[src/hdl/issue_pkg.sv]
`default_nettype none

package issue_pkg;

	// two slots only, the pairing rules assume a pair
	localparam int ISSUE_NUM = 2;

	// architectural register index
	localparam int REG_W = 5;

	// opcode classes seen by the issue logic
	typedef enum logic [3:0] {
		OP_NONE   = 4'd0,
		OP_ALU    = 4'd1,
		OP_LOAD   = 4'd2,
		OP_STORE  = 4'd3,
		// branches and jumps
		OP_BRANCH = 4'd4,
		// mult, madd family and hi/lo moves
		OP_MULDIV = 4'd5,
		OP_DIV    = 4'd6,
		OP_DIVU   = 4'd7,
		OP_SC     = 4'd8,
		// cop0 accesses
		OP_PRIV   = 4'd9,
		OP_SSNOP  = 4'd10
	} op_t;

endpackage

`default_nettype wire
[src/hdl/issue_top.sv]
`default_nettype none

module issue_top import issue_pkg::*; #(
	parameter int DCACHE_PIPE_DEPTH = 3
) (
	input  logic                           clk,
	input  logic                           arst_n,
	input  logic [ISSUE_NUM-1:0]           fetch_valid,
	input  logic [31:0]                    fetch_instr0,
	input  logic [31:0]                    fetch_instr1,
	input  logic                           delayslot_not_exec,
	output logic [$clog2(ISSUE_NUM+1)-1:0] issue_num,
	output logic                           stall_req,
	output op_t                            issue_op0,
	output op_t                            issue_op1
);

	logic [REG_W-1:0] rs1_0;
	logic [REG_W-1:0] rs2_0;
	logic [REG_W-1:0] rd_0;
	op_t              op_0;
	logic             is_load_0;
	logic             is_store_0;
	logic             is_controlflow_0;
	logic             is_priv_0;
	logic             is_hilo_0;
	logic [REG_W-1:0] rs1_1;
	logic [REG_W-1:0] rs2_1;
	logic [REG_W-1:0] rd_1;
	op_t              op_1;
	logic             is_load_1;
	logic             is_store_1;
	logic             is_controlflow_1;
	logic             is_priv_1;
	logic             is_hilo_1;

	logic [ISSUE_NUM-1:0][REG_W-1:0]                        issue_rd;
	logic [ISSUE_NUM-1:0]                                   issue_is_load;
	logic [ISSUE_NUM-1:0]                                   issue_is_priv;
	logic [ISSUE_NUM-1:0][REG_W-1:0]                        ex_rd;
	logic [ISSUE_NUM-1:0]                                   ex_is_load;
	logic [ISSUE_NUM-1:0]                                   ex_is_priv;
	logic [DCACHE_PIPE_DEPTH-1:0][ISSUE_NUM-1:0][REG_W-1:0] dc_rd;
	logic [DCACHE_PIPE_DEPTH-1:0][ISSUE_NUM-1:0]            dc_is_load;
	logic [DCACHE_PIPE_DEPTH-1:0][ISSUE_NUM-1:0]            dc_is_priv;

	instr_decoder u_dec0 (
		.instr          (fetch_instr0),
		.valid          (fetch_valid[0]),
		.rs1            (rs1_0),
		.rs2            (rs2_0),
		.rd             (rd_0),
		.op             (op_0),
		.is_load        (is_load_0),
		.is_store       (is_store_0),
		.is_controlflow (is_controlflow_0),
		.is_priv        (is_priv_0),
		.is_hilo        (is_hilo_0)
	);

	instr_decoder u_dec1 (
		.instr          (fetch_instr1),
		.valid          (fetch_valid[1]),
		.rs1            (rs1_1),
		.rs2            (rs2_1),
		.rd             (rd_1),
		.op             (op_1),
		.is_load        (is_load_1),
		.is_store       (is_store_1),
		.is_controlflow (is_controlflow_1),
		.is_priv        (is_priv_1),
		.is_hilo        (is_hilo_1)
	);

	instr_issue #(
		.DCACHE_PIPE_DEPTH (DCACHE_PIPE_DEPTH)
	) u_issue (
		.fetch_valid        (fetch_valid),
		.rs1_0              (rs1_0),
		.rs2_0              (rs2_0),
		.rd_0               (rd_0),
		.op_0               (op_0),
		.is_load_0          (is_load_0),
		.is_store_0         (is_store_0),
		.is_controlflow_0   (is_controlflow_0),
		.is_priv_0          (is_priv_0),
		.is_hilo_0          (is_hilo_0),
		.rs1_1              (rs1_1),
		.rs2_1              (rs2_1),
		.rd_1               (rd_1),
		.op_1               (op_1),
		.is_load_1          (is_load_1),
		.is_store_1         (is_store_1),
		.is_controlflow_1   (is_controlflow_1),
		.is_priv_1          (is_priv_1),
		.is_hilo_1          (is_hilo_1),
		.delayslot_not_exec (delayslot_not_exec),
		.ex_rd              (ex_rd),
		.ex_is_load         (ex_is_load),
		.ex_is_priv         (ex_is_priv),
		.dc_rd              (dc_rd),
		.dc_is_load         (dc_is_load),
		.dc_is_priv         (dc_is_priv),
		.issue_num          (issue_num),
		.stall_req          (stall_req),
		.issue_op0          (issue_op0),
		.issue_op1          (issue_op1),
		.issue_rd           (issue_rd),
		.issue_is_load      (issue_is_load),
		.issue_is_priv      (issue_is_priv)
	);

	pipe_tracker #(
		.DCACHE_PIPE_DEPTH (DCACHE_PIPE_DEPTH)
	) u_tracker (
		.clk           (clk),
		.arst_n        (arst_n),
		.stall_req     (stall_req),
		.issue_rd      (issue_rd),
		.issue_is_load (issue_is_load),
		.issue_is_priv (issue_is_priv),
		.ex_rd         (ex_rd),
		.ex_is_load    (ex_is_load),
		.ex_is_priv    (ex_is_priv),
		.dc_rd         (dc_rd),
		.dc_is_load    (dc_is_load),
		.dc_is_priv    (dc_is_priv)
	);

endmodule

`default_nettype wire

[src/hdl/pipe_tracker.sv]
`default_nettype none

module pipe_tracker import issue_pkg::*; #(
	parameter int DCACHE_PIPE_DEPTH = 3
) (
	input  logic                                                   clk,
	input  logic                                                   arst_n,
	input  logic                                                   stall_req,
	input  logic [ISSUE_NUM-1:0][REG_W-1:0]                        issue_rd,
	input  logic [ISSUE_NUM-1:0]                                   issue_is_load,
	input  logic [ISSUE_NUM-1:0]                                   issue_is_priv,
	output logic [ISSUE_NUM-1:0][REG_W-1:0]                        ex_rd,
	output logic [ISSUE_NUM-1:0]                                   ex_is_load,
	output logic [ISSUE_NUM-1:0]                                   ex_is_priv,
	output logic [DCACHE_PIPE_DEPTH-1:0][ISSUE_NUM-1:0][REG_W-1:0] dc_rd,
	output logic [DCACHE_PIPE_DEPTH-1:0][ISSUE_NUM-1:0]            dc_is_load,
	output logic [DCACHE_PIPE_DEPTH-1:0][ISSUE_NUM-1:0]            dc_is_priv
);

	// ex stage, a stalled cycle enters as a bubble
	always_ff @(posedge clk or negedge arst_n) begin
		if (!arst_n) begin
			ex_rd      <= '0;
			ex_is_load <= '0;
			ex_is_priv <= '0;
		end else if (stall_req) begin
			ex_rd      <= '0;
			ex_is_load <= '0;
			ex_is_priv <= '0;
		end else begin
			ex_rd      <= issue_rd;
			ex_is_load <= issue_is_load;
			ex_is_priv <= issue_is_priv;
		end
	end

	// dcache stages never hold, they drain behind a stall
	always_ff @(posedge clk or negedge arst_n) begin
		if (!arst_n) begin
			dc_rd      <= '0;
			dc_is_load <= '0;
			dc_is_priv <= '0;
		end else begin
			dc_rd[0]      <= ex_rd;
			dc_is_load[0] <= ex_is_load;
			dc_is_priv[0] <= ex_is_priv;
			for (int k = 1; k < DCACHE_PIPE_DEPTH; k++) begin
				dc_rd[k]      <= dc_rd[k-1];
				dc_is_load[k] <= dc_is_load[k-1];
				dc_is_priv[k] <= dc_is_priv[k-1];
			end
		end
	end

endmodule

`default_nettype wire

[src/hdl/instr_issue.sv]
`default_nettype none

module instr_issue import issue_pkg::*; #(
	parameter int DCACHE_PIPE_DEPTH = 3
) (
	input  logic [ISSUE_NUM-1:0]                            fetch_valid,
	input  logic [REG_W-1:0]                                rs1_0,
	input  logic [REG_W-1:0]                                rs2_0,
	input  logic [REG_W-1:0]                                rd_0,
	input  op_t                                             op_0,
	input  logic                                            is_load_0,
	input  logic                                            is_store_0,
	input  logic                                            is_controlflow_0,
	input  logic                                            is_priv_0,
	input  logic                                            is_hilo_0,
	input  logic [REG_W-1:0]                                rs1_1,
	input  logic [REG_W-1:0]                                rs2_1,
	input  logic [REG_W-1:0]                                rd_1,
	input  op_t                                             op_1,
	input  logic                                            is_load_1,
	input  logic                                            is_store_1,
	input  logic                                            is_controlflow_1,
	input  logic                                            is_priv_1,
	input  logic                                            is_hilo_1,
	input  logic                                            delayslot_not_exec,
	input  logic [ISSUE_NUM-1:0][REG_W-1:0]                 ex_rd,
	input  logic [ISSUE_NUM-1:0]                            ex_is_load,
	input  logic [ISSUE_NUM-1:0]                            ex_is_priv,
	input  logic [DCACHE_PIPE_DEPTH-1:0][ISSUE_NUM-1:0][REG_W-1:0] dc_rd,
	input  logic [DCACHE_PIPE_DEPTH-1:0][ISSUE_NUM-1:0]     dc_is_load,
	input  logic [DCACHE_PIPE_DEPTH-1:0][ISSUE_NUM-1:0]     dc_is_priv,
	output logic [$clog2(ISSUE_NUM+1)-1:0]                  issue_num,
	output logic                                            stall_req,
	output op_t                                             issue_op0,
	output op_t                                             issue_op1,
	output logic [ISSUE_NUM-1:0][REG_W-1:0]                 issue_rd,
	output logic [ISSUE_NUM-1:0]                            issue_is_load,
	output logic [ISSUE_NUM-1:0]                            issue_is_priv
);

	localparam int CNT_W = $clog2(ISSUE_NUM + 1);

	logic [ISSUE_NUM-1:0][REG_W-1:0] id_rs1;
	logic [ISSUE_NUM-1:0][REG_W-1:0] id_rs2;
	logic [ISSUE_NUM-1:0]            id_store;
	logic [ISSUE_NUM-1:0]            load_hit;
	logic                            priv_inflight;
	logic                            raw_pair;
	logic                            drop1;

	// src2_ok low masks out store data, which can still be forwarded late
	function automatic logic load_dep(
		input logic [REG_W-1:0] src1,
		input logic [REG_W-1:0] src2,
		input logic             src2_ok,
		input logic [REG_W-1:0] dst,
		input logic             dst_load
	);
		return dst_load && dst != '0 && (src1 == dst || (src2_ok && src2 == dst));
	endfunction

	assign id_rs1   = {rs1_1, rs1_0};
	assign id_rs2   = {rs2_1, rs2_0};
	assign id_store = {is_store_1, is_store_0};

	always_comb begin
		load_hit = '0;
		for (int i = 0; i < ISSUE_NUM; i++) begin
			for (int j = 0; j < ISSUE_NUM; j++) begin
				load_hit[i] |= load_dep(id_rs1[i], id_rs2[i], 1'b1, ex_rd[j], ex_is_load[j]);
				load_hit[i] |= load_dep(id_rs1[i], id_rs2[i], 1'b1,
					dc_rd[0][j], dc_is_load[0][j]);
				// last stage forwards everything
				for (int k = 1; k < DCACHE_PIPE_DEPTH - 1; k++) begin
					load_hit[i] |= load_dep(id_rs1[i], id_rs2[i], ~id_store[i],
						dc_rd[k][j], dc_is_load[k][j]);
				end
			end
		end
		load_hit &= fetch_valid;
	end

	assign priv_inflight = (|ex_is_priv) | (|dc_is_priv);

	assign raw_pair = rd_0 != '0 && (rs1_1 == rd_0 || rs2_1 == rd_0);

	assign drop1 =
		  ~fetch_valid[1]
		| raw_pair
		| ((is_load_0 | is_store_0) & (is_load_1 | is_store_1))
		| (is_hilo_0 & is_hilo_1)
		| delayslot_not_exec
		// branches only go down slot 0
		| is_controlflow_1
		| (op_0 == OP_SSNOP) | (op_1 == OP_SSNOP)
		| (op_0 == OP_SC) | (op_1 == OP_SC)
		| is_priv_0 | is_priv_1
		| (op_1 == OP_DIV) | (op_1 == OP_DIVU);

	// priv instructions run alone, wait for the pipe to drain
	assign stall_req =
		  load_hit[0]
		| (load_hit[1] & ~drop1)
		| priv_inflight
		| (is_controlflow_0 & ~fetch_valid[1])
		| (fetch_valid == '0);

	assign issue_num = drop1 ? CNT_W'(ISSUE_NUM - 1) : CNT_W'(ISSUE_NUM);

	assign issue_op0        = op_0;
	assign issue_op1        = drop1 ? OP_NONE : op_1;
	assign issue_rd[0]      = rd_0;
	assign issue_rd[1]      = drop1 ? '0 : rd_1;
	assign issue_is_load[0] = is_load_0;
	assign issue_is_load[1] = is_load_1 & ~drop1;
	assign issue_is_priv[0] = is_priv_0;
	assign issue_is_priv[1] = is_priv_1 & ~drop1;

endmodule

`default_nettype wire

[src/hdl/instr_decoder.sv]
`default_nettype none

module instr_decoder import issue_pkg::*; (
	input  logic [31:0]      instr,
	input  logic             valid,
	output logic [REG_W-1:0] rs1,
	output logic [REG_W-1:0] rs2,
	output logic [REG_W-1:0] rd,
	output op_t              op,
	output logic             is_load,
	output logic             is_store,
	output logic             is_controlflow,
	output logic             is_priv,
	output logic             is_hilo
);

	logic [5:0]       primary;
	logic [5:0]       funct;
	logic [REG_W-1:0] f_rs;
	logic [REG_W-1:0] f_rt;
	logic [REG_W-1:0] f_rd;

	assign primary = instr[31:26];
	assign funct   = instr[5:0];
	assign f_rs    = instr[25:21];
	assign f_rt    = instr[20:16];
	assign f_rd    = instr[15:11];

	always_comb begin
		rs1            = '0;
		rs2            = '0;
		rd             = '0;
		op             = OP_NONE;
		is_load        = 1'b0;
		is_store       = 1'b0;
		is_controlflow = 1'b0;
		is_priv        = 1'b0;
		is_hilo        = 1'b0;
		if (valid) begin
			case (primary) inside
				6'b000000: begin
					rs1 = f_rs;
					rs2 = f_rt;
					rd  = f_rd;
					op  = OP_ALU;
					if (instr == 32'h0000_0040) begin
						// ssnop, sll r0,r0,1
						rs1 = '0;
						rs2 = '0;
						rd  = '0;
						op  = OP_SSNOP;
					end else if (funct[5:1] == 5'b00100) begin
						// jr / jalr, only jalr links
						rs2            = '0;
						op             = OP_BRANCH;
						is_controlflow = 1'b1;
						if (!funct[0]) begin
							rd = '0;
						end
					end else if (funct[5:4] == 2'b01 && !funct[2]) begin
						is_hilo = 1'b1;
						op      = OP_MULDIV;
						if (!funct[3]) begin
							// mfhi/mflo write rd, mthi/mtlo read rs
							rs2 = '0;
							if (funct[0]) begin
								rd = '0;
							end else begin
								rs1 = '0;
							end
						end else begin
							rd = '0;
							if (funct[1]) begin
								op = funct[0] ? OP_DIVU : OP_DIV;
							end
						end
					end
				end
				6'b011100: begin
					rs1 = f_rs;
					rs2 = f_rt;
					rd  = f_rd;
					op  = OP_ALU;
					// madd, maddu, msub, msubu
					if (funct[5:3] == 3'b000 && !funct[1]) begin
						rd      = '0;
						op      = OP_MULDIV;
						is_hilo = 1'b1;
					end
				end
				6'b000001: begin
					// regimm, the *al forms link r31
					rs1            = f_rs;
					rd             = instr[20] ? REG_W'(31) : '0;
					op             = OP_BRANCH;
					is_controlflow = 1'b1;
				end
				6'b00001?: begin
					rd             = primary[0] ? REG_W'(31) : '0;
					op             = OP_BRANCH;
					is_controlflow = 1'b1;
				end
				6'b0001??, 6'b0101??: begin
					rs1            = f_rs;
					rs2            = f_rt;
					op             = OP_BRANCH;
					is_controlflow = 1'b1;
				end
				6'b001???: begin
					rs1 = f_rs;
					rd  = f_rt;
					op  = OP_ALU;
				end
				6'b010000: begin
					op      = OP_PRIV;
					is_priv = 1'b1;
					// mfc0 writes rt, mtc0 reads it
					if (f_rs == 5'b00000) begin
						rd = f_rt;
					end else if (f_rs == 5'b00100) begin
						rs2 = f_rt;
					end
				end
				6'b100???, 6'b110000: begin
					rs1     = f_rs;
					rd      = f_rt;
					op      = OP_LOAD;
					is_load = 1'b1;
				end
				6'b101???: begin
					// rs2 carries the store data
					rs1      = f_rs;
					rs2      = f_rt;
					op       = OP_STORE;
					is_store = 1'b1;
				end
				6'b111000: begin
					// sc returns its success flag in rt
					rs1      = f_rs;
					rs2      = f_rt;
					rd       = f_rt;
					op       = OP_SC;
					is_store = 1'b1;
				end
				default: begin
					op = OP_ALU;
				end
			endcase
		end
	end

endmodule

`default_nettype wire

[config.mk]
export PLATFORM = sky130hd
export DESIGN_NAME = issue_top
export DESIGN_NICKNAME = d
export VERILOG_FILES = /design/src/hdl/issue_pkg.sv /design/src/hdl/issue_top.sv /design/src/hdl/pipe_tracker.sv /design/src/hdl/instr_issue.sv /design/src/hdl/instr_decoder.sv
export SDC_FILE = /design/constraint.sdc
export NUM_CORES = 1
export LEC_CHECK = 0
export ABC_CLOCK_PERIOD_IN_PS = 5800
export CAP_MARGIN = 20
export CORE_MARGIN = 2
export CORE_UTILIZATION = 65
export DETAILED_ROUTE_END_ITERATION = 12
export DONT_BUFFER_PORTS = 1
export GPL_ROUTABILITY_DRIVEN = 1
export PLACE_DENSITY = 0.81
export SLEW_MARGIN = 20
export SYNTH_ARGS = -nofsm -noshare
export SYNTH_HDL_FRONTEND = slang
export SYNTH_SLANG_ARGS = --single-unit
[constraint.sdc]
create_clock -name clk -period 5.8 [get_ports clk]
set_input_delay 0.29 -clock clk [delete_from_list [all_inputs] [get_ports clk]]
set_output_delay 0.29 -clock clk [all_outputs]
set_load 0.02 [all_outputs]
==> impl_metrics.yaml, run 1 <==
global_routing:
  overflow: 0
  grt_util_met2: 0.682
  grt.met1_usage: 0.571
  track_usage: 0.443
  antenna_found_initial: 0
  grt_max_degree: 45
  grt_use_met3: 0.110
  grt_pass1_vias: 6390
  busiest_layer: "met2"
  grt_pass1_wl_um: 34400
clock_tree:
  clock_latency_ns: 0.31
  cts.repair.resized: 0
  clock_sinks: 44
  cts_buffers: 5
  cts_htree_levels: 2
  clockRootBuffer: "clkbuf_8"
  clk_pin_slew_ns: 0.10
  cts_setup_buffers: 0
  cts_max_path_buffers: 2
  cts_tree: "done"
  hold_buffers: 2
synth:
  avgSynthCellArea_um2: 7.26
  synth.area.mux_share: 0.0104
  syn_area_um2: 5910
  ys_seq_area_frac: 0.186
  async_flop_share: 1.00
  ys_ff_latch: 44
  yosys.area_share.adder: 0
  synth_xor_area_frac: 0.0889
  synth_edf_count: 0
  synth.top_cell.area_share: 0.186
  yosys-top-cells-area: "dfrtp_1, xnor2_1, nor2_1, o21ai_0, clkbuf_1"
  yosysTopAreaCell: "dfrtp_1"
  yosysUniqueCellTypes: 91
  synth_top_family_by_area: "compound AO/OA/AOI/OAI gates"
  synth_simple_gate_area_frac: 0.305
  syn-instance-count: 815
  yosys_warnings: 0
  synthFlopType: "dfrtp_1"
  synth_compound_area_frac: 0.336
floorplanning:
  pin_count: 80
  die_w_um: 99.4
  rows: 34
  initial_utilization: 0.675
  die_y_um: 99.4
  die_area_um2: 9880
  core_area_um2: 8760
timing:
  tns_ns: 0
  worst_pin_slew_ns: 0.958
  rsz0062_at_grt: "false"
  maxSlewHeadroom: 0.352
  fin_skew_ns: 0.0145
  finalMaxSlewViolations: 0
  period_minus_slack_ns: 4.36
  min_period_over_period: 0.752
  whs_ns: 0.0242
  hold_viol_final: 0
  max_freq_mhz: 229
  setup_viol: 0
drt:
  routed_wl_um: 22200
  route.detailed.drc: 0
  drtIter0Drc: 911
  vias: 6828
  routedWlPerCell_um: 25.8
  first_pass_iters: 7
  postRouteAntennaNets: 0
  viasPerCell: 7.94
job:
  maxCapViolations: 0
power_and_ir_drop:
  p_sw_uw: 253
  power.share.sequential: 0.402
  swShare: 0.326
  ir_worst_vdd_v: 0.000113
  p_leak_uw: 0.00209
  power.internal_uw: 524
  power_frac_clock: 0.320
  comb_power_share: 0.278
  power_density_nw_per_um2: 132
cells_and_area:
  diodes: 0
  stdcell_area_um2: 5900
  nFillCells: 765
  final_cell_mix: "nor2_1, nand2_1, o21ai_0"
  layout-drive-gt1-share: 0.0545
  syn_to_final_growth_pct: -0.212
  layout_commonest_cell: "nor2_1"
  layout.nets: 820
critical_path:
  path_class: "reg -> out"
  critPathMaxFanout: 13
  arrival_ns: 4.07
  rr_startpoint: "u_tracker.dc_rd[7]"
  cp-start-kind: "register"
  crit_path_start: "u_tracker.dc_rd[7]"
  critPathCaptureType: "output port"
  required_ns: 5.51
placed_design:
  port_buffers: 0
  dp_hpwl_um: 16200
  place.gp.congestion: 1.07
  placed_area_um2: 5750
worst_hold_path:
  hold_class: "in -> reg"
  hold_start: "fetch_instr1[29]"
status:
  status: "completed"
routing by layer:
layer,up-vias,part of all wire,routed length (µm)
met5,-,0,0
met4,0,0.068,1510
met3,150,0.15,3310
met2,650,0.43,9490
met1,3073,0.36,7890
li1,2955,-,-
worst max-delay path, cell delays in order, from the launching register on:
cell and delay (ns):
dfrtp_1 0.57, or4_1 0.56, o21ai_0 0.59, or4_1 0.22, a221oi_1 0.05, a221o_1 0.38, a311oi_1 0.28, o41ai_1 0.17
nor4_4 0.29, nand2_1 0.28, or2_1 0.38
cells by family after synthesis:
kind of cell,after synthesis
xor+xnor,60
simple gates,324
mux,6
other cells,1
buf+inv,108
compound gates,272
flops,44
cells in the mapped netlist, drive strengths merged, types with 5 or more instances:
| cell type | number |
|---|---|
| o2111ai | 5 |
| mux2i | 5 |
| a21boi | 13 |
| a21oi | 40 |
| a31oi | 14 |
| a22o | 6 |
| o31ai | 9 |
| or3 | 8 |
| nor2 | 71 |
| and2 | 5 |
| o221ai | 5 |
| nor3 | 30 |
| nand2b | 10 |
| nand2 | 58 |
| or2 | 10 |
| o211ai | 8 |
| xnor2 | 41 |
| clkbuf | 57 |
| a22oi | 7 |
| nand3 | 30 |
| a211oi | 8 |
| xor2 | 19 |
| nor4b | 9 |
| dfrtp | 44 |
| nor4 | 28 |
| a21o | 8 |
| nor2b | 11 |
| o32ai | 8 |
| o21ai | 51 |
| a2111oi | 6 |
| nor3b | 10 |
| o22ai | 18 |
| and3 | 10 |
| buf | 17 |
| nor4bb | 5 |
| or4 | 8 |
| inv | 32 |
| o21a | 7 |
| nand4 | 6 |
path summary, 6_finish.rpt:
| path | end | slack, ns | cells after the start |
|---|---|---|---|
| worst max-delay path | stall_req | 1.44 | 10 |
| worst min-delay path | u_tracker.ex_is_load[1] | 0.02 | 1 |
| worst max register to register | u_tracker.ex_rd[9] | 1.93 | 10 |
| worst min register to register | u_tracker.dc_is_load[0] | 0.38 | 0 |
| max in group asynchronous | u_tracker.dc_is_priv[5] | 5.07 | 2 |
| min in group asynchronous | u_tracker.ex_is_load[1] | 0.52 | 2 |
area by class of cell:
type / count / area, µm² / area share
timing repair buffer: 2 / 37.5 / 0.00636
clock buffer: 5 / 68.8 / 0.0117
multi-input combinational: 664 / 4390 / 0.743
tap: 108 / 135 / 0.0229
inverter: 34 / 128 / 0.0216
sequential: 44 / 1100 / 0.187
clock inverter: 3 / 46.3 / 0.00784
through the flow:
stage / worst slack [ns] / util / power (µW) / std cells
2_1_floorplan: 2.32 / - / 507 / 816
6_report: 1.44 / 0.673 / 777 / 860
3_3_place_gp: 1.86 / 0.656 / 514 / 850
5_1_grt: 1.44 / 0.673 / 807 / 860
3_5_place_dp: 1.84 / 0.656 / 518 / 850
4_1_cts: 1.61 / 0.673 / 771 / 860
power groups by stage:
stage	Sequential [µW]	Combinational (µW)	Clock (µW)
floorplan	316	191	0
global placement	318	195	0
detailed placement	318	200	0
CTS	312	210	249
global route	313	233	261
finish	313	216	249
sequential cells by signal, indices dropped and copies added, names as in the netlist:
name / count
u_tracker.dc_rd: 20
u_tracker.ex_rd: 10
u_tracker.dc_is_priv: 6
u_tracker.dc_is_load: 4
u_tracker.ex_is_load: 2
u_tracker.ex_is_priv: 2
No activity file was read; power rests on OpenSTA's default activity.
==> run 2, diff against run 1 <==
--- a/config.mk
+++ b/config.mk
@@ -5,7 +5,7 @@
 export SDC_FILE = /design/constraint.sdc
 export NUM_CORES = 1
 export LEC_CHECK = 0
-export ABC_CLOCK_PERIOD_IN_PS = 5800
+export ABC_CLOCK_PERIOD_IN_PS = 4400
 export CAP_MARGIN = 20
 export CORE_MARGIN = 2
 export CORE_UTILIZATION = 65
==> constraint.sdc (replaced) <==
create_clock -name clk -period 4.4 [get_ports clk]
set_input_delay 0.22 -clock clk [delete_from_list [all_inputs] [get_ports clk]]
set_output_delay 0.22 -clock clk [all_outputs]
set_load 0.02 [all_outputs]
==> run 2 against run 1 <==
Sequential power rose by 32%. Die area is the same. Sequential cell count is the same. Cell area grew 1.6%.
==> impl_metrics.yaml, run 2 (synthesized netlist as in run 1, its figures left out) <==
critical_path:
  critPathCaptureType: "output port"
  required_ns: 4.18
  path_class: "in -> out"
  cp_slowest_stage_delay_ns: 0.75
  crit_slowest_cell: "o311ai_1"
  arrival_ns: 3.85
  crit_chain: "nor4_1 -> nand4_1 -> o311ai_1 -> nand2_1 -> o21ai_0 -> nor3b_1 -> nor3_2 -> o31ai_2 -> nand2b_1 -> a21oi_1"
  critPathMaxFanout: 7
  cp-start-kind: "input port"
  timing.rr.end: "u_tracker.ex_rd[9]"
  r2r_setup_slack_ns: 0.69
  rr_startpoint: "u_tracker.dc_rd[5]"
  r2r_cells: 10
power_and_ir_drop:
  ir_worst_vdd_v: 0.000165
  power_density_nw_per_um2: 174
  total_power_uw: 1040
  p_leak_uw: 0.00215
placed_design:
  place.gp.congestion: 1.05
  dpl.cell_count: 860
  dp_hpwl_um: 16200
  placed_area_um2: 5820
  port_buffers: 0
  place_ws_ns: 0.612
cells_and_area:
  stdcell_count: 872
  final_cell_mix: "nor2_1, nand2_1, o21ai_0"
  top_register: "u_tracker.dc_rd"
  diodes: 0
  layout_commonest_cell: "nor2_1"
  layout.nets: 832
  largest_register_ffs: 20
  layout-drive-gt1-share: 0.0668
  stdcell_area_um2: 6000
  syn_to_final_growth_pct: 1.40
  biggestRegsByFlops: "u_tracker.dc_rd x20, u_tracker.ex_rd x10, u_tracker.dc_is_priv x6"
status:
  status: "completed"
timing:
  finalMaxSlewViolations: 0
  period_minus_slack_ns: 4.07
  maxSlewHeadroom: 0.371
  setup_viol: 0
  worst_pin_slew_ns: 0.931
  fin_ws_ns: 0.331
  fin_skew_ns: 0.0165
  max_freq_mhz: 246
  min_period_over_period: 0.925
  rsz0062_at_grt: "false"
  tns_ns: 0
  hold_viol_final: 0
clock_tree:
  clock_latency_ns: 0.32
  cts_max_path_buffers: 2
  clock_sinks: 44
  hold_buffers: 4
  cts_buffers: 5
  cts_setup_buffers: 0
  clk_pin_slew_ns: 0.09
  cts_tree: "done"
  cts_htree_levels: 2
  clockRootBuffer: "clkbuf_8"
  cts.repair.resized: 0
global_routing:
  grt_pass1_vias: 6585
  track_usage: 0.449
  antenna_found_initial: 0
  grt_max_degree: 45
  grt_pass1_wl_um: 35100
  overflow: 0
drt:
  routed_wl_um: 22200
  viasPerCell: 7.95
  postRouteAntennaNets: 0
  first_pass_iters: 8
  drtIter0Drc: 1114
  route.detailed.drc: 0
  vias: 6929
  routedWlPerCell_um: 25.5
floorplanning:
  die_area_um2: 9880
  die_w_um: 99.4
  die_y_um: 99.4
  initial_utilization: 0.675
  core_area_um2: 8760
  pin_count: 80
  rows: 34
worst_hold_path:
  holdPathEnd: "u_tracker.ex_rd[5]"
  hold_depth: 2
  hold_class: "in -> reg"
  hold_start: "fetch_instr1[11]"
job:
  maxCapViolations: 0
run 2: where the power goes:
group | switching [µW] | total, µW | leakage, µW | internal [µW]
clock | 166 | 337 | 0.0000548 | 171
sequential | 4.66 | 412 | 0.000605 | 407
combinational | 178 | 295 | 0.00149 | 117
total | 349 | 1040 | 0.00215 | 695
run 2: cell type report:
class / count / area (µm²)
clock buffer: 5 / 68.8
sequential: 44 / 1100
clock inverter: 3 / 46.3
tap: 108 / 135
fill: 746 / 2770
multi-input combinational: 664 / 4390
timing repair buffer: 14 / 133
inverter: 34 / 128
run 2: metrics by stage:
step / hold WS (ns) / utilization
after floorplan: -0.0756 / -
after global placement: -0.0737 / 0.665
after detailed placement: -0.0739 / 0.665
after CTS: 0.105 / 0.684
after global routing: 0.126 / 0.684
final: 0.108 / 0.684
run 2: how the worst max path moves through the flow:
stage | from | slack [ns] | to | cells past startpoint
after CTS | u_tracker.dc_rd[5] | 0.46 | stall_req | 10
after global routing | fetch_instr0[27] | 0.10 | issue_op1[1] | 10
final | fetch_instr1[1] | 0.33 | issue_op1[1] | 10
after global placement | fetch_instr0[27] | 0.72 | issue_op1[1] | 10
after detailed placement | fetch_instr1[1] | 0.61 | issue_num[1] | 10
after floorplan | fetch_instr0[26] | 1.06 | stall_req | 13
run 2: critical path: cells and delay by family:
| kind | cells | cell delay [ns] |
|---|---|---|
| AOI/OAI and AO/OA | 4 | 1.66 |
| and+or+nand+nor | 6 | 1.96 |
run 2: metal layers:
layer | up-vias | GRT usage | share of wire
met5 | - | 0 | 0
met4 | 0 | 0.252 | 0.072
met3 | 178 | 0.134 | 0.15
met2 | 659 | 0.680 | 0.42
met1 | 3122 | 0.571 | 0.36
li1 | 2970 | - | -
